==> config.mk <==
export PLATFORM = sky130hd
export DESIGN_NAME = host_link_decode
export DESIGN_NICKNAME = d
export VERILOG_FILES = /design/src/host_ctrl_pkg.sv /design/src/host_proto_pkg.sv /design/src/escape_parser.sv /design/src/field_byte_counter.sv /design/src/host_link_decode.sv /design/src/jtag_uart_reader.sv /design/src/link_fsm.sv /design/src/settings_regs.sv
export VERILOG_INCLUDE_DIRS = /design/src
export SDC_FILE = /design/constraint.sdc
export NUM_CORES = 1
export LEC_CHECK = 0
export ABC_AREA = 1
export CAP_MARGIN = 15
export CORE_MARGIN = 1
export CORE_UTILIZATION = 60
export CTS_BUF_LIST = sky130_fd_sc_hd__clkbuf_16
export CTS_CLUSTER_SIZE = 28
export DETAILED_ROUTE_END_ITERATION = 10
export DONT_BUFFER_PORTS = 1
export PLACE_DENSITY = 0.85
export SYNTH_ARGS = -nofsm -noshare
export SYNTH_HDL_FRONTEND = slang
export SYNTH_HIERARCHICAL = 1
export SYNTH_SLANG_ARGS = --single-unit
==> constraint.sdc <==
create_clock -name iCLK -period 3.2 [get_ports iCLK]
set_input_delay 0.16 -clock iCLK [delete_from_list [all_inputs] [get_ports iCLK]]
set_output_delay 0.16 -clock iCLK [all_outputs]
set_load 0.05 [all_outputs]
==> src/host_link_config.svh <==
`ifndef HOST_LINK_CONFIG_SVH
`define HOST_LINK_CONFIG_SVH

// ==================================================
// host link widths and protocol constants
// ==================================================

`define BYTE_W       8

// escape character on the host stream
`define ESC_BYTE     8'hFE

// offset magnitude reported once its top bit is set
`define OFFSET_CLAMP 128

`define CYC_W        16
`define GALVO_W      24

`endif

==> src/host_ctrl_pkg.sv <==
`include "host_link_config.svh"

package host_ctrl_pkg;

    typedef enum logic [2:0] {
        ST_IDLE,
        ST_ERROR,
        ST_COLLECT,
        ST_SEQ_TRIGGER,
        ST_WAIT_ACK
    } ctrl_state_e;

    // register targeted by a multi-byte command
    typedef enum logic [2:0] {
        FLD_OFFSET_H,
        FLD_OFFSET_V,
        FLD_CYCLES,
        FLD_GALVO_X,
        FLD_GALVO_Y
    } field_e;

    typedef struct packed {
        logic               valid;
        field_e             field;
        logic [1:0]         index;
        logic [`BYTE_W-1:0] data;
    } field_wr_t;

    typedef struct packed {
        logic                h_sign;
        logic [`BYTE_W-1:0]  h_offset;
        logic                v_sign;
        logic [`BYTE_W-1:0]  v_offset;
        logic [`CYC_W-1:0]   cycles;
        logic [`GALVO_W-1:0] galvo_x;
        logic [`GALVO_W-1:0] galvo_y;
    } settings_t;

endpackage

==> src/host_proto_pkg.sv <==
`include "host_link_config.svh"

package host_proto_pkg;

    typedef logic [`BYTE_W-1:0] byte_t;

    // opcodes accepted while idle
    typedef enum logic [`BYTE_W-1:0] {
        CMD_OFFSET_H = 8'h01,
        CMD_OFFSET_V = 8'h02,
        CMD_CYCLES   = 8'h03,
        CMD_TRIGGER  = 8'h04,
        CMD_GALVO_X  = 8'h05,
        CMD_GALVO_Y  = 8'h06
    } host_cmd_e;

    // byte that follows an escape
    typedef enum logic [`BYTE_W-1:0] {
        ESC_IDLE    = 8'h00,
        ESC_ACK     = 8'h01,
        ESC_LITERAL = `ESC_BYTE
    } esc_cmd_e;

    typedef enum logic [1:0] {
        INSTR_CMD,
        INSTR_IDLE,
        INSTR_ACK,
        INSTR_BAD
    } instr_e;

    typedef struct packed {
        logic      instr_pending;
        instr_e    instr;
        host_cmd_e cmd;
        logic      data_pending;
        byte_t     data;
    } token_t;

endpackage

==> src/escape_parser.sv <==
`timescale 1ns/100ps
`include "host_link_config.svh"

module escape_parser (
    input  logic                   iCLK,
    input  logic                   iRST,
    input  logic                   byte_valid,
    input  host_proto_pkg::byte_t  byte_data,
    input  logic                   cmd_mode,
    input  logic                   instr_ack,
    input  logic                   data_ack,
    output host_proto_pkg::token_t token
);
    import host_proto_pkg::*;

    logic      esc_armed;
    logic      dec_instr;
    logic      dec_data;
    instr_e    dec_kind;
    host_cmd_e dec_cmd;

    // ==================================================
    // byte decode
    // ==================================================
    always_comb begin
        dec_instr = 1'b0;
        dec_data  = 1'b0;
        dec_kind  = INSTR_BAD;
        dec_cmd   = host_cmd_e'(byte_data);
        if (esc_armed) begin
            case (byte_data)
                ESC_IDLE: begin
                    dec_instr = 1'b1;
                    dec_kind  = INSTR_IDLE;
                end
                ESC_ACK: begin
                    dec_instr = 1'b1;
                    dec_kind  = INSTR_ACK;
                end
                // doubled escape is a literal 0xFE payload byte
                ESC_LITERAL: dec_data = 1'b1;
                default:     dec_instr = 1'b1;
            endcase
        end else if (byte_data == `ESC_BYTE) begin
            // only arms escape mode
            dec_instr = 1'b0;
        end else if (cmd_mode) begin
            dec_instr = 1'b1;
            case (byte_data)
                CMD_OFFSET_H, CMD_OFFSET_V, CMD_CYCLES,
                CMD_TRIGGER, CMD_GALVO_X, CMD_GALVO_Y: dec_kind = INSTR_CMD;
                default: dec_kind = INSTR_BAD;
            endcase
        end else begin
            dec_data = 1'b1;
        end
    end

    // ==================================================
    // pending token, held until the fsm acknowledges
    // ==================================================
    always_ff @(posedge iCLK or posedge iRST) begin
        if (iRST) begin
            esc_armed <= 1'b0;
            token     <= '0;
        end else begin
            if (instr_ack) begin
                token.instr_pending <= 1'b0;
            end
            if (data_ack) begin
                token.data_pending <= 1'b0;
            end
            if (byte_valid) begin
                esc_armed <= !esc_armed && (byte_data == `ESC_BYTE);
                // a newer token replaces whatever is still pending
                if (dec_instr) begin
                    token.instr_pending <= 1'b1;
                    token.data_pending  <= 1'b0;
                    token.instr         <= dec_kind;
                    token.cmd           <= dec_cmd;
                end else if (dec_data) begin
                    token.data_pending  <= 1'b1;
                    token.instr_pending <= 1'b0;
                    token.data          <= byte_data;
                end
            end
        end
    end

    a_one_token_kind: assert property (@(posedge iCLK) disable iff (iRST)
        !($rose(token.instr_pending) && $rose(token.data_pending)))
        else $error("instruction and data raised together");

endmodule

==> src/field_byte_counter.sv <==
`timescale 1ns/100ps

module field_byte_counter (
    input  logic       iCLK,
    input  logic       iRST,
    input  logic       start,
    input  logic [1:0] length,
    input  logic       step,
    output logic [1:0] index,
    output logic       last
);

    logic [1:0] len_q;

    always_ff @(posedge iCLK or posedge iRST) begin
        if (iRST) begin
            len_q <= 2'd0;
            index <= 2'd0;
        end else if (start) begin
            len_q <= length;
            index <= 2'd0;
        end else if (step) begin
            index <= index + 2'd1;
        end
    end

    // final byte of the field
    assign last = (index == len_q - 2'd1);

    a_step_in_range: assert property (@(posedge iCLK) disable iff (iRST)
        step |-> (index < len_q))
        else $error("byte step beyond field length");

endmodule

==> src/host_link_decode.sv <==
`timescale 1ns/100ps

module host_link_decode (
    input  logic                       iCLK,
    input  logic                       iRST,
    input  logic [31:0]                jtag_rddata,
    input  logic                       jtag_wait,
    output logic                       jtag_rdreq,
    output host_ctrl_pkg::settings_t   settings,
    output logic                       seq_trigger,
    output logic                       error,
    output host_ctrl_pkg::ctrl_state_e state
);
    import host_proto_pkg::*;
    import host_ctrl_pkg::*;

    logic      byte_valid;
    byte_t     byte_data;
    logic      cmd_mode;
    logic      instr_ack;
    logic      data_ack;
    token_t    token;
    logic      start;
    logic      step;
    logic      last;
    logic [1:0] length;
    logic [1:0] index;
    field_wr_t field_wr;

    // ==================================================
    // uart poll, then escape decode
    // ==================================================
    jtag_uart_reader jtag_uart_reader_i (
        .iCLK(iCLK), .iRST(iRST), .jtag_rddata(jtag_rddata), .jtag_wait(jtag_wait),
        .jtag_rdreq(jtag_rdreq), .byte_valid(byte_valid), .byte_data(byte_data)
    );

    escape_parser escape_parser_i (
        .iCLK(iCLK), .iRST(iRST), .byte_valid(byte_valid), .byte_data(byte_data),
        .cmd_mode(cmd_mode), .instr_ack(instr_ack), .data_ack(data_ack), .token(token)
    );

    // ==================================================
    // command control and register file
    // ==================================================
    link_fsm link_fsm_i (
        .iCLK(iCLK), .iRST(iRST), .token(token), .index(index), .last(last),
        .instr_ack(instr_ack), .data_ack(data_ack), .cmd_mode(cmd_mode),
        .start(start), .length(length), .step(step), .field_wr(field_wr),
        .seq_trigger(seq_trigger), .state(state)
    );

    field_byte_counter field_byte_counter_i (
        .iCLK(iCLK), .iRST(iRST), .start(start), .length(length), .step(step),
        .index(index), .last(last)
    );

    settings_regs settings_regs_i (
        .iCLK(iCLK), .iRST(iRST), .field_wr(field_wr), .settings(settings)
    );

    assign error = (state == ST_ERROR);

endmodule

==> src/jtag_uart_reader.sv <==
`timescale 1ns/100ps

module jtag_uart_reader (
    input  logic                  iCLK,
    input  logic                  iRST,
    input  logic [31:0]           jtag_rddata,
    input  logic                  jtag_wait,
    output logic                  jtag_rdreq,
    output logic                  byte_valid,
    output host_proto_pkg::byte_t byte_data
);

    typedef enum logic {
        POLL_OFF,
        POLL_READ
    } poll_e;

    poll_e poll_state;
    logic  rd_done;

    // the data register is read back with zero latency once wait drops
    assign jtag_rdreq = (poll_state == POLL_READ);
    assign rd_done    = jtag_rdreq && !jtag_wait;

    always_ff @(posedge iCLK or posedge iRST) begin
        if (iRST) begin
            poll_state <= POLL_OFF;
            byte_valid <= 1'b0;
        end else begin
            poll_state <= POLL_READ;
            // bit 15 flags a byte actually taken from the rx fifo
            byte_valid <= rd_done && jtag_rddata[15];
        end
    end

    always_ff @(posedge iCLK) begin
        byte_data <= jtag_rddata[7:0];
    end

    a_valid_after_read: assert property (@(posedge iCLK) disable iff (iRST)
        byte_valid |-> $past(jtag_rdreq && !jtag_wait))
        else $error("byte_valid without a completed read");

endmodule

==> src/link_fsm.sv <==
`timescale 1ns/100ps

module link_fsm (
    input  logic                       iCLK,
    input  logic                       iRST,
    input  host_proto_pkg::token_t     token,
    input  logic [1:0]                 index,
    input  logic                       last,
    output logic                       instr_ack,
    output logic                       data_ack,
    output logic                       cmd_mode,
    output logic                       start,
    output logic [1:0]                 length,
    output logic                       step,
    output host_ctrl_pkg::field_wr_t   field_wr,
    output logic                       seq_trigger,
    output host_ctrl_pkg::ctrl_state_e state
);
    import host_proto_pkg::*;
    import host_ctrl_pkg::*;

    ctrl_state_e state_nxt;
    field_e      field_q;
    field_e      field_nxt;

    assign cmd_mode    = (state == ST_IDLE) || (state == ST_ERROR);
    assign seq_trigger = (state == ST_SEQ_TRIGGER);

    always_comb begin
        state_nxt = state;
        field_nxt = field_q;
        instr_ack = 1'b0;
        data_ack  = 1'b0;
        start     = 1'b0;
        length    = 2'd2;
        step      = 1'b0;
        field_wr  = '0;
        case (state)
            ST_IDLE, ST_ERROR: begin
                // data is meaningless here, drop it
                data_ack = token.data_pending;
                if (token.instr_pending) begin
                    instr_ack = 1'b1;
                    state_nxt = ST_ERROR;
                    if (token.instr == INSTR_IDLE) begin
                        state_nxt = ST_IDLE;
                    end else if (token.instr == INSTR_CMD) begin
                        start     = 1'b1;
                        state_nxt = ST_COLLECT;
                        case (token.cmd)
                            CMD_OFFSET_H: field_nxt = FLD_OFFSET_H;
                            CMD_OFFSET_V: field_nxt = FLD_OFFSET_V;
                            CMD_CYCLES:   field_nxt = FLD_CYCLES;
                            CMD_GALVO_X: begin
                                field_nxt = FLD_GALVO_X;
                                length    = 2'd3;
                            end
                            CMD_GALVO_Y: begin
                                field_nxt = FLD_GALVO_Y;
                                length    = 2'd3;
                            end
                            CMD_TRIGGER: begin
                                start     = 1'b0;
                                state_nxt = ST_SEQ_TRIGGER;
                            end
                            default: begin
                                start     = 1'b0;
                                state_nxt = ST_ERROR;
                            end
                        endcase
                    end
                end
            end
            ST_COLLECT: begin
                if (token.instr_pending) begin
                    instr_ack = 1'b1;
                    state_nxt = (token.instr == INSTR_IDLE) ? ST_IDLE : ST_ERROR;
                end else if (token.data_pending) begin
                    data_ack       = 1'b1;
                    step           = 1'b1;
                    field_wr.valid = 1'b1;
                    field_wr.field = field_q;
                    field_wr.index = index;
                    field_wr.data  = token.data;
                    if (last) begin
                        state_nxt = ST_WAIT_ACK;
                    end
                end
            end
            // single pulse, then the host has to acknowledge
            ST_SEQ_TRIGGER: state_nxt = ST_WAIT_ACK;
            ST_WAIT_ACK: begin
                if (token.instr_pending) begin
                    instr_ack = 1'b1;
                    state_nxt = (token.instr == INSTR_ACK) ? ST_IDLE : ST_ERROR;
                end else if (token.data_pending) begin
                    data_ack  = 1'b1;
                    state_nxt = ST_ERROR;
                end
            end
            default: state_nxt = ST_IDLE;
        endcase
    end

    always_ff @(posedge iCLK or posedge iRST) begin
        if (iRST) begin
            state   <= ST_IDLE;
            field_q <= FLD_OFFSET_H;
        end else begin
            state   <= state_nxt;
            field_q <= field_nxt;
        end
    end

    a_trigger_pulse: assert property (@(posedge iCLK) disable iff (iRST)
        seq_trigger |=> !seq_trigger)
        else $error("sequencing trigger longer than one cycle");

endmodule

==> src/settings_regs.sv <==
`timescale 1ns/100ps
`include "host_link_config.svh"

module settings_regs (
    input  logic                     iCLK,
    input  logic                     iRST,
    input  host_ctrl_pkg::field_wr_t field_wr,
    output host_ctrl_pkg::settings_t settings
);
    import host_ctrl_pkg::*;

    // stored values before the offset clamp
    settings_t regs;

    always_ff @(posedge iCLK or posedge iRST) begin
        if (iRST) begin
            regs <= '0;
        end else if (field_wr.valid) begin
            case (field_wr.field)
                // byte 0 magnitude, byte 1 carries the sign in bit 0
                FLD_OFFSET_H: begin
                    if (field_wr.index == 2'd0) begin
                        regs.h_offset <= field_wr.data;
                    end else begin
                        regs.h_sign <= field_wr.data[0];
                    end
                end
                FLD_OFFSET_V: begin
                    if (field_wr.index == 2'd0) begin
                        regs.v_offset <= field_wr.data;
                    end else begin
                        regs.v_sign <= field_wr.data[0];
                    end
                end
                FLD_CYCLES:
                    regs.cycles[field_wr.index[0]*`BYTE_W +: `BYTE_W] <= field_wr.data;
                FLD_GALVO_X:
                    regs.galvo_x[field_wr.index*`BYTE_W +: `BYTE_W] <= field_wr.data;
                FLD_GALVO_Y:
                    regs.galvo_y[field_wr.index*`BYTE_W +: `BYTE_W] <= field_wr.data;
                default: begin
                end
            endcase
        end
    end

    always_comb begin
        settings = regs;
        if (regs.h_offset[`BYTE_W-1]) begin
            settings.h_offset = `BYTE_W'(`OFFSET_CLAMP);
        end
        if (regs.v_offset[`BYTE_W-1]) begin
            settings.v_offset = `BYTE_W'(`OFFSET_CLAMP);
        end
    end

endmodule

==> impl_results.md, run 1 <==
* RSZ-0062 raised after global routing: no
* Number of enable flip-flop cells after synthesis at 0
* DR WL/cell at 14.9 um
* CP max stage delay at 450 ps
* Cell depth of the worst flop-to-flop path at 12
* List of cells traversed by the critical path: inv_1 > nand2_1 > nor2_1 > inv_2 > nor2_1 > inv_2 > ha_1 > inv_1 > nand3_1 > nor2_1 > nand2_1 > nand2_1
* DRC Markers at 0
* Average size of a mapped cell at 7.85 um^2
* Count of buffers inserted at the top-level ports at 0
* Dominant cells by area after synthesis: sky130_fd_sc_hd__dfrtp_1 (47%), sky130_fd_sc_hd__nand2_1 (18%), sky130_fd_sc_hd__buf_4 (8.7%)
* Number of buffers created by CTS at 17
* Fraction of registers with async set or reset after synthesis at 0.935
* Final wirelength at 13200 um
* Number of failing setup endpoints in the final timing report at 0
* I/O pin count at 123
* GR Util All Layers at 0.268
* Vias at 4629
* Worst slew slack as a fraction of its limit at 0.322
* Clock skew at 7.27 ps
* N_diodes at 0
* Setup CP Type: flip-flop to flip-flop
* Largest net degree at the start of global routing at 65
* Reg-to-reg slack, setup at 400 ps
* Number of buffers on the longest clock path at 2
* Number of library cell types mapped by synthesis at 36
* WP data arrival at 3150 ps
* Detailed Place HPWL at 9130 um
* Post-synthesis sequential area ratio at 0.498
* Routability congestion estimate at 0.920
* CTS root buffer: sky130_fd_sc_hd__clkbuf_16
* Highest clock rate at 357 MHz
* Clock sink count at 123
* Fraction of final layout cells with drive strength greater than 1 at 0.105
* Cell types with the highest counts after synthesis: sky130_fd_sc_hd__nand2_1 (289), sky130_fd_sc_hd__dfrtp_1 (115), sky130_fd_sc_hd__nor2_1 (85), sky130_fd_sc_hd__inv_1 (76), sky130_fd_sc_hd__buf_4 (71)
* Die footprint at 10600 um^2
* Number of vias per cell after detailed routing at 5.25
* R2r startpoint: escape_parser_i/token[19]
* Most repeated cell in the gate-level netlist after synthesis: sky130_fd_sc_hd__nand2_1
* Utilization after layout at 0.660
* Startpoint type of the worst setup path: flip-flop
* Total iterations of the first detailed-routing run at 5
* Worst setup path endpoint: settings_regs_i/settings[40]
* Netlist area before placement at 6100 um^2
* Clock slew at the register clock pins of the worst setup and hold paths at 60 ps
* Power Dens Cells at 654 nW/um^2
* Endpoint type of the worst setup path: flip-flop
* Remaining number of nets flagged by the antenna check after routing at 0
* Crit path max-delay cell type: sky130_fd_sc_hd__dfrtp_1
* Final Cycle Share at 0.875
* Worst r2r dst: settings_regs_i/settings[40]
* Placeable core region at 9820 um^2
* Maximum ir drop on the vdd rail at 544 uV
* Max-cap violation count at 0
* Synth Register Bits at 123
* Static leakage at 3.33 nW
* Clock latency of the later-clocked register in the worst-skew pair at 410 ps
* Transition time of the tightest slew-check pin at 1010 ps
* Maximum fanout along the worst path at 13
* Required time at the worst-slack endpoint at 3550 ps
* Die span in y at 103 um
* Total gr overflow at 0
* Global-route wire length before repair at 21400 um
* Predominant post-synthesis flop cell: sky130_fd_sc_hd__dfrtp_1
* CTS tree: done
* Final setup TNS at 0 ps
* Result of the run: completed
* Warning count from the yosys run at 6
* Shortest clock period the worst path allows after layout at 2800 ps
* Fill cell instance count of the final layout at 817
* Max-slew violation total from the final report at 0
* Count of final hold-check violations at 0
* Vias in the first global route at 4590
* Initial DRC count at 331
* Path category of the worst min-delay check: input port to async pin
* Std cell rows at 36
* Post-layout nets at 775
* Cells after synthesis at 777
* Die span in x at 103 um
* H-tree levels at 4
* Layout overhead on the synthesized area at 6.22%
* CP Launch Point: escape_parser_i/token[19]
* Top cell type by total area after synthesis: sky130_fd_sc_hd__dfrtp_1
* Effective utilization at floorplan at 0.621
* Number of antenna violations at the first check in global routing at 0
* Synth top area share at 0.472
* Syn Nets at 816
-- power by group --
group / internal [mW] / switching (mW)
logic: 0.173 / 0.373
clock network: 1.22 / 0.700
registers: 1.67 / 0.0954
total: 3.07 / 1.17
-- kinds of logic (layout without fill, tap and decap cells) --
kind of cell / Yosys count / count (layout) / share of synthesized area
and+or+nand+nor: 435 / 435 / 0.302
AOI/OAI and AO/OA: 49 / 49 / 0.0431
adders and majority gates: 4 / 4 / 0.00821
buffers and inverters: 164 / 136 / 0.147
other: 2 / 2 / 0.00123
DFF: 123 / 123 / 0.498
-- repair_timing --
item / CTS / global route
hold buffers: 11 / 0
resized for setup: 0 / 1
hold endpoints to repair: 105 / 0
setup endpoints to repair: 0 / 32
setup buffers: 0 / 0
-- how the worst min path moves through the flow --
| stage | from | slack [ps] | end | cells past startpoint |
|---|---|---|---|---|
| after CTS | iRST | 160 | jtag_uart_reader_i/jtag_rdreq | 2 |
| after floorplan | iRST | -100 | jtag_uart_reader_i/byte_valid | 1 |
| after global placement | iRST | -100 | jtag_uart_reader_i/jtag_rdreq | 1 |
| after global routing | iRST | 200 | jtag_uart_reader_i/jtag_rdreq | 2 |
| final | iRST | 180 | jtag_uart_reader_i/jtag_rdreq | 2 |
| after detailed placement | iRST | -90 | jtag_uart_reader_i/jtag_rdreq | 1 |
-- metal layers --
metal,track usage,part of all wire,vias up
met1,0.325,0.41,2202
met4,0.122,0.023,0
met2,0.440,0.49,189
met3,0.0847,0.082,24
li1,-,-,2214
met5,0,0,-
-- state kept, by name, indices dropped and copies added, names as in the netlist --
name,count
settings_regs_i/settings,66
escape_parser_i/token,20
settings_regs_i/regs,16
jtag_uart_reader_i/byte_data,8
link_fsm_i/field_q,3
link_fsm_i/state,3
field_byte_counter_i/index,2
field_byte_counter_i/len_q,2
escape_parser_i/esc_armed,1
jtag_uart_reader_i/byte_valid,1
jtag_uart_reader_i/jtag_rdreq,1
-- layout make-up --
cell class,count,area [um^2],area share
multi-input combinational,490,2160,0.334
timing repair buffer,21,198,0.0305
clock inverter,15,174,0.0268
sequential,123,3040,0.469
tap,133,166,0.0257
inverter,83,313,0.0483
clock buffer,17,425,0.0657
-- critical path, delay by kind of cell (launching register included) --
family        cells  cell delay (ps)
flops             1              450
fa+ha+maj         1              320
buf+inv           4              560
simple gates      7             1400
-- layout by cell type (no fill, tap or decap), types with 6 or more instances in the layout --
master / n
sky130_fd_sc_hd__nor2_1: 85
sky130_fd_sc_hd__nand2_2: 7
sky130_fd_sc_hd__dfrtp_1: 115
sky130_fd_sc_hd__dlygate4sd3_1: 11
sky130_fd_sc_hd__dfxtp_1: 8
sky130_fd_sc_hd__o21ai_0: 24
sky130_fd_sc_hd__inv_1: 75
sky130_fd_sc_hd__clkbuf_16: 17
sky130_fd_sc_hd__o21ai_1: 12
sky130_fd_sc_hd__nand3_1: 19
sky130_fd_sc_hd__nand2_1: 289
sky130_fd_sc_hd__buf_4: 9
sky130_fd_sc_hd__nor2_2: 6
sky130_fd_sc_hd__a21oi_1: 6
sky130_fd_sc_hd__nand4_1: 8
sky130_fd_sc_hd__inv_2: 7
-- through the flow --
| stage | instances | power, mW | hold WS [ps] | cell area [um^2] | setup WS, ps |
|---|---|---|---|---|---|
| floorplan | 777 | 2.20 | -98.8 | 6100 | 499 |
| global placement | 838 | 2.29 | -95.6 | 5750 | 393 |
| detailed placement | 838 | 2.32 | -90.2 | 5750 | 254 |
| CTS | 881 | 4.26 | 159 | 6460 | 205 |
| global route | 882 | 4.43 | 203 | 6480 | 166 |
| finish | 882 | 4.23 | 184 | 6480 | 400 |
(Power assumes the default switching activity.)
==> run 2, diff against run 1 <==
CORE_ASPECT_RATIO = 1.5   (was not set)
MAX_ROUTING_LAYER = met4   (was not set)
==> run 2 against run 1 <==
The flow now finishes with violations (DRC). Worst setup slack worse by 100 ps. Wire length down 2.7%. Total power down 4.6%. Combinational power up 1%.
==> impl_results.md, run 2 (synthesized netlist as in run 1, its figures left out) <==
* Result of the run: complete, but fails checks
* Violations in the final reports: DRC
* Final Cycle Share at 0.907
* Most common cell after layout, fill and taps aside: sky130_fd_sc_hd__nand2_1
* Maximum ir drop on the vdd rail at 465 uV
* Crit path max-delay cell type: sky130_fd_sc_hd__dfrtp_1
* Die span in x at 84.3 um
* Effective utilization at floorplan at 0.622
* Clock slew at the register clock pins of the worst setup and hold paths at 50 ps
* Cell depth of the worst flop-to-flop path at 12
* Path category of the worst min-delay check: input port to async pin
* RSZ-0062 raised after global routing: no
* I/O pin count at 123
* Number of buffers on the longest clock path at 2
* Vias in the first global route at 4664
* CTS root buffer: sky130_fd_sc_hd__clkbuf_16
* CTS tree: done
* Static leakage at 3.30 nW
* Global-route wire length before repair at 21300 um
* Largest net degree at the start of global routing at 61
* Number of buffers added for setup after CTS at 0
* Final wirelength at 12800 um
* Most frequent cells in the layout: sky130_fd_sc_hd__nand2_1 (289), sky130_fd_sc_hd__dfrtp_1 (115), sky130_fd_sc_hd__nor2_1 (85)
* Count of cells resized by post-cts repair at 0
* Number of antenna violations at the first check in global routing at 0
* WP data arrival at 3250 ps
* Shortest clock period the worst path allows after layout at 2900 ps
* Met2 track demand over resource in global routing at 0.465
* Utilization after layout at 0.650
* Final worst hold slack at 153 ps
* List of cells traversed by the critical path: inv_1 > nand2_1 > nor2_1 > inv_2 > nor2_1 > clkinv_1 > ha_1 > inv_1 > nand3_1 > nor2_1 > nand2_1 > nand2_1
* Number of cells after detailed placement at 820
* Number of buffer and inverter instances along the worst setup path at 4
* DR WL/cell at 14.9 um
* Worst slew slack as a fraction of its limit at 0.338
* Std cell rows at 44
* Highest clock rate at 344 MHz
* Remaining number of nets flagged by the antenna check after routing at 0
* Largest register FFs at 66
* PnR Total Power at 4.04 mW
* Routability congestion estimate at 0.958
* Met3 Resource Use GR at 0.0858
* N_diodes at 0
* Final setup TNS at 0 ps
* Cell Count, Final, Fillers Out at 863
* Transition time of the tightest slew-check pin at 993 ps
* Number of vias per cell after detailed routing at 5.34
* H-tree levels at 4
* DRC Markers at 11
* Number of failing setup endpoints in the final timing report at 0
* Endpoint type of the worst setup path: flip-flop
* Total stage count of the critical path at 12
* Total iterations of the first detailed-routing run at 11
* Die span in y at 125 um
* Count of final hold-check violations at 0
* Maximum fanout along the worst path at 13
* Cell class contributing the biggest share of worst-path delay: simple AND/OR/NAND/NOR gates
* Fraction of met1 tracks used by global routing at 0.265
* Total gr overflow at 0
* Clock sink count at 123
* Clock skew at 13.5 ps
* GR Util All Layers at 0.269
* Most Crowded Layer GR: met2
* Setup CP Type: flip-flop to flip-flop
* Post-layout nets at 774
* Max-cap violation count at 0
* Max-slew violation total from the final report at 0
* Fraction of final layout cells with drive strength greater than 1 at 0.0976
* Number of buffers created by CTS at 17
* Clock latency of the later-clocked register in the worst-skew pair at 420 ps
* Placeable core region at 9800 um^2
* Vias at 4609
* Power Dens Cells at 634 nW/um^2
* Initial DRC count at 368
* Die footprint at 10600 um^2
* CP max stage delay at 450 ps
* Detailed Place HPWL at 9150 um
* Required time at the worst-slack endpoint at 3550 ps
* Startpoint type of the worst setup path: flip-flop
* Count of buffers inserted at the top-level ports at 0
* Layout overhead on the synthesized area at 4.49%
## run 2: cell types whose count changed in the layout (fill, tap and decap cells not counted), sizes merged
cell    previous run  this run
bufinv             3         1
buf               10         9
inv               84        85
clkinv             7         8
## run 2: final timing paths
kind                                      startpoint                              end  slack [ps]
max                        escape_parser_i/token[19]     settings_regs_i/settings[38]         300
min                                             iRST    jtag_uart_reader_i/byte_valid         150
max reg2reg                escape_parser_i/token[19]     settings_regs_i/settings[38]         300
min reg2reg                 escape_parser_i/token[1]         escape_parser_i/token[1]         470
max in group asynchronous                       iRST     settings_regs_i/settings[22]        1850
min in group iCLK                     jtag_rddata[5]  jtag_uart_reader_i/byte_data[5]         290
## run 2: power breakdown
| group | total (mW) | internal, mW | switching [mW] |
|---|---|---|---|
| Sequential | 1.76 | 1.67 | 0.0914 |
| Clock | 1.72 | 1.05 | 0.676 |
| Combinational | 0.552 | 0.171 | 0.381 |
## run 2: metrics by stage
stage               setup WS, ps  instance area (um^2)
floorplan                    499                  6100
global placement             444                  5730
detailed placement           366                  5730
CTS                          330                  6370
global route                25.5                  6370
finish                       297                  6370
## run 2: what timing repair did
action / 4_1_cts / 5_1_grt
setup endpoints to repair: 0 / 0
hold buffers: 11 / 0
hold endpoints to repair: 101 / 0
## run 2: cell type report
type	instances	area (um^2)
well taps	115	144
clock inverters	15	111
fillers	797	3430
flip-flops and latches	123	3040
clock buffers	17	425
repair buffers	20	178
inverters	83	313
multi-input cells	490	2160
## run 2: per-layer routing
metal / part of all wire / up-vias
met5: 0 / -
met2: 0.54 / 171
met1: 0.36 / 2180
met3: 0.061 / 43
met4: 0.041 / 0
li1: - / 2215
## run 2: worst reg2reg max path: stages (launching register included)
cell and delay (ps):
sky130_fd_sc_hd__dfrtp_1 450, sky130_fd_sc_hd__inv_1 110, sky130_fd_sc_hd__nand2_1 70, sky130_fd_sc_hd__nor2_1 200, sky130_fd_sc_hd__inv_2 150, sky130_fd_sc_hd__nor2_1 310
sky130_fd_sc_hd__clkinv_1 390, sky130_fd_sc_hd__ha_1 410, sky130_fd_sc_hd__inv_1 110, sky130_fd_sc_hd__nand3_1 250, sky130_fd_sc_hd__nor2_1 230, sky130_fd_sc_hd__nand2_1 90
sky130_fd_sc_hd__nand2_1 80
==> run 3, diff against run 2 <==
CORE_UTILIZATION = 30   (was 60)
PLACE_DENSITY = 0.53   (was 0.85)
SYNTH_HIERARCHICAL = not set   (was 1)
==> run 3 against run 2 <==
The flow now finishes without violations. Via count shrank 16%. Clock power grew 12%. Worst hold slack gained 130 ps. Synthesized cell count shrank 14%. Final area shrank 2.8%. Worst setup slack gained 43 ps. Register-to-register slack gained 40 ps. Total power grew 6.3%.
==> impl_results.md, run 3 <==
* Result of the run: completed
* Endpoint type of the worst setup path: flip-flop
* Fraction of registers with async set or reset after synthesis at 0.935
* I/O pin count at 123
* Post-layout nets at 659
* Cells after synthesis at 665
* Static leakage at 2.92 nW
* Final wirelength at 13000 um
* Number of buffers on the longest clock path at 2
* Largest register FFs at 66
* Synth top area share at 0.506
* Reg-to-reg slack, setup at 340 ps
* Count of buffers inserted at the top-level ports at 0
* Dominant cells by area after synthesis: sky130_fd_sc_hd__dfrtp_1 (51%), sky130_fd_sc_hd__nand2_1 (11%), sky130_fd_sc_hd__buf_4 (9.4%)
* Clock latency of the later-clocked register in the worst-skew pair at 410 ps
* Warning count from the yosys run at 0
* Crit path max-delay cell type: sky130_fd_sc_hd__nor2_1
* Predominant post-synthesis flop cell: sky130_fd_sc_hd__dfrtp_1
* Vias in the first global route at 3816
* Synth Register Bits at 123
* Maximum fanout along the worst path at 14
* Largest net degree at the start of global routing at 85
* CP max stage delay at 470 ps
* Remaining number of nets flagged by the antenna check after routing at 0
* Most repeated cell in the gate-level netlist after synthesis: sky130_fd_sc_hd__nand2_1
* Setup CP Type: flip-flop to flip-flop
* GR Util All Layers at 0.146
* Netlist area before placement at 5680 um^2
* Cell depth of the worst flop-to-flop path at 12
* Die span in y at 171 um
* Count of final hold-check violations at 0
* Clock slew at the register clock pins of the worst setup and hold paths at 60 ps
* CTS tree: done
* Clock sink count at 123
* Global-route wire length before repair at 20500 um
* Initial DRC count at 260
* Total iterations of the first detailed-routing run at 4
* Max-cap violation count at 0
* Final worst hold slack at 286 ps
* Most prevalent standard cell on the critical path: sky130_fd_sc_hd__inv_1
* Detailed Place HPWL at 9270 um
* RSZ-0062 raised after global routing: no
* Maximum ir drop on the vdd rail at 276 uV
* Transition time of the tightest slew-check pin at 999 ps
* Die footprint at 19500 um^2
* H-tree levels at 4
* Most frequent cells in the layout: sky130_fd_sc_hd__nand2_1 (165), sky130_fd_sc_hd__dfrtp_1 (115), sky130_fd_sc_hd__o21ai_0 (77)
* Effective utilization at floorplan at 0.306
* Fraction of final layout cells with drive strength greater than 1 at 0.101
* Worst setup path endpoint: settings_regs_i.settings[16]
* CP Launch Point: link_fsm_i.state[0]
* Number of buffers inserted for hold repair after clock tree synthesis at 11
* Number of buffers added for setup after CTS at 0
* Std cell rows at 61
* Power Dens Cells at 693 nW/um^2
* Die span in x at 114 um
* DRC Markers at 0
* Startpoint type of the worst setup path: flip-flop
* R2r startpoint: link_fsm_i.state[0]
* Number of failing setup endpoints in the final timing report at 0
* Layout overhead on the synthesized area at 9.05%
* PnR Total Power at 4.29 mW
* Final setup TNS at 0 ps
* WP data arrival at 3180 ps
* Total gr overflow at 0
* Number of library cell types mapped by synthesis at 30
* Count of cells resized by post-cts repair at 0
* Required time at the worst-slack endpoint at 3520 ps
* Path category of the worst min-delay check: input port to flip-flop
* Vias at 3873
* Syn Nets at 704
* CTS root buffer: sky130_fd_sc_hd__clkbuf_16
* Number of buffers created by CTS at 17
* Cell types with the highest counts after synthesis: sky130_fd_sc_hd__nand2_1 (165), sky130_fd_sc_hd__dfrtp_1 (115), sky130_fd_sc_hd__o21ai_0 (77), sky130_fd_sc_hd__inv_1 (75), sky130_fd_sc_hd__buf_4 (71)
* Clock skew at 10.0 ps
* Post-synthesis sequential area ratio at 0.535
* Placeable core region at 18500 um^2
* Final Cycle Share at 0.894
* Shortest clock period the worst path allows after layout at 2860 ps
* Number of enable flip-flop cells after synthesis at 0
* Top cell type by total area after synthesis: sky130_fd_sc_hd__dfrtp_1
* N_diodes at 0
* Average size of a mapped cell at 8.54 um^2
* Worst slew slack as a fraction of its limit at 0.331
* DR WL/cell at 14.6 um
* Highest clock rate at 350 MHz
* Routability congestion estimate at 0.768
* Worst r2r dst: settings_regs_i.settings[16]
* Most common cell after layout, fill and taps aside: sky130_fd_sc_hd__nand2_1
* Max-slew violation total from the final report at 0
* Number of antenna violations at the first check in global routing at 0
* List of cells traversed by the critical path: inv_1 > nand3_2 > nor2_2 > nand2_2 > nor2_1 > inv_1 > ha_1 > inv_1 > or2_2 > nor2_1 > nand2_1 > o21ai_0
* Number of vias per cell after detailed routing at 4.38
==> run 3: area by class of cell <==
cell class	instances	area [um^2]
fillers	1968	12400
flip-flops and latches	123	3040
multi-input cells	383	1780
clock buffers	17	425
clock inverters	15	164
repair buffers	20	190
well taps	252	315
inverters	75	285
==> run 3: worst min path at each step <==
stage / startpoint / endpoint / slack [ps] / cells past startpoint
global placement: iRST / settings_regs_i.settings[15] / 180 / 1
floorplan: jtag_rddata[0] / jtag_uart_reader_i.byte_data[0] / 190 / 0
detailed placement: iRST / settings_regs_i.settings[39] / 190 / 1
CTS: jtag_rddata[1] / jtag_uart_reader_i.byte_data[1] / 270 / 1
finish: jtag_rddata[2] / jtag_uart_reader_i.byte_data[2] / 290 / 1
global route: jtag_rddata[3] / jtag_uart_reader_i.byte_data[3] / 280 / 1
==> run 3: per-layer routing <==
layer / track usage / routed length [um] / vias to the layer above / share of wire
li1: - / - / 1931 / -
met1: 0.153 / 5210 / 1842 / 0.40
met2: 0.261 / 7030 / 86 / 0.54
met3: 0.0354 / 550 / 14 / 0.042
met4: 0.0615 / 176 / 0 / 0.014
met5: - / 0 / - / 0
==> run 3: cell families (layout without fill, tap and decap cells) <==
family,count (synthesis),after routing,share of synthesized area
and+or+nand+nor,261,261,0.190
buffers and inverters,159,127,0.153
DFF,123,123,0.535
AOI/OAI and AO/OA,115,115,0.109
adders and majority gates,4,4,0.00881
other,1,1,0.000660
xor gates and xnor gates,1,1,0.00154
muxes,1,1,0.00176
==> run 3: stage by stage <==
step	std cells	instance area, um^2	utilization	setup WS [ps]
after floorplan	665	5690	-	434
after global placement	842	5500	0.296	399
after detailed placement	842	5500	0.296	308
after CTS	885	6200	0.334	285
after global routing	885	6200	0.334	88.2
final	885	6200	0.334	340
==> run 3: worst max-delay path, delay by kind of cell, from the launching register on <==
kind,cells,cell delay [ps]
and+or+nand+nor,7,1650
DFF,1,380
adders and majority gates,1,280
buffers and inverters,3,250
AOI/OAI and AO/OA,1,200
==> run 3: where the power goes <==
part / internal (mW) / switching, mW / leakage, nW / total, mW
combinational: 0.165 / 0.390 / 1.01 / 0.555
sequential: 1.69 / 0.131 / 1.63 / 1.82
clock: 1.16 / 0.754 / 0.279 / 1.92
total: 3.02 / 1.28 / 2.92 / 4.29
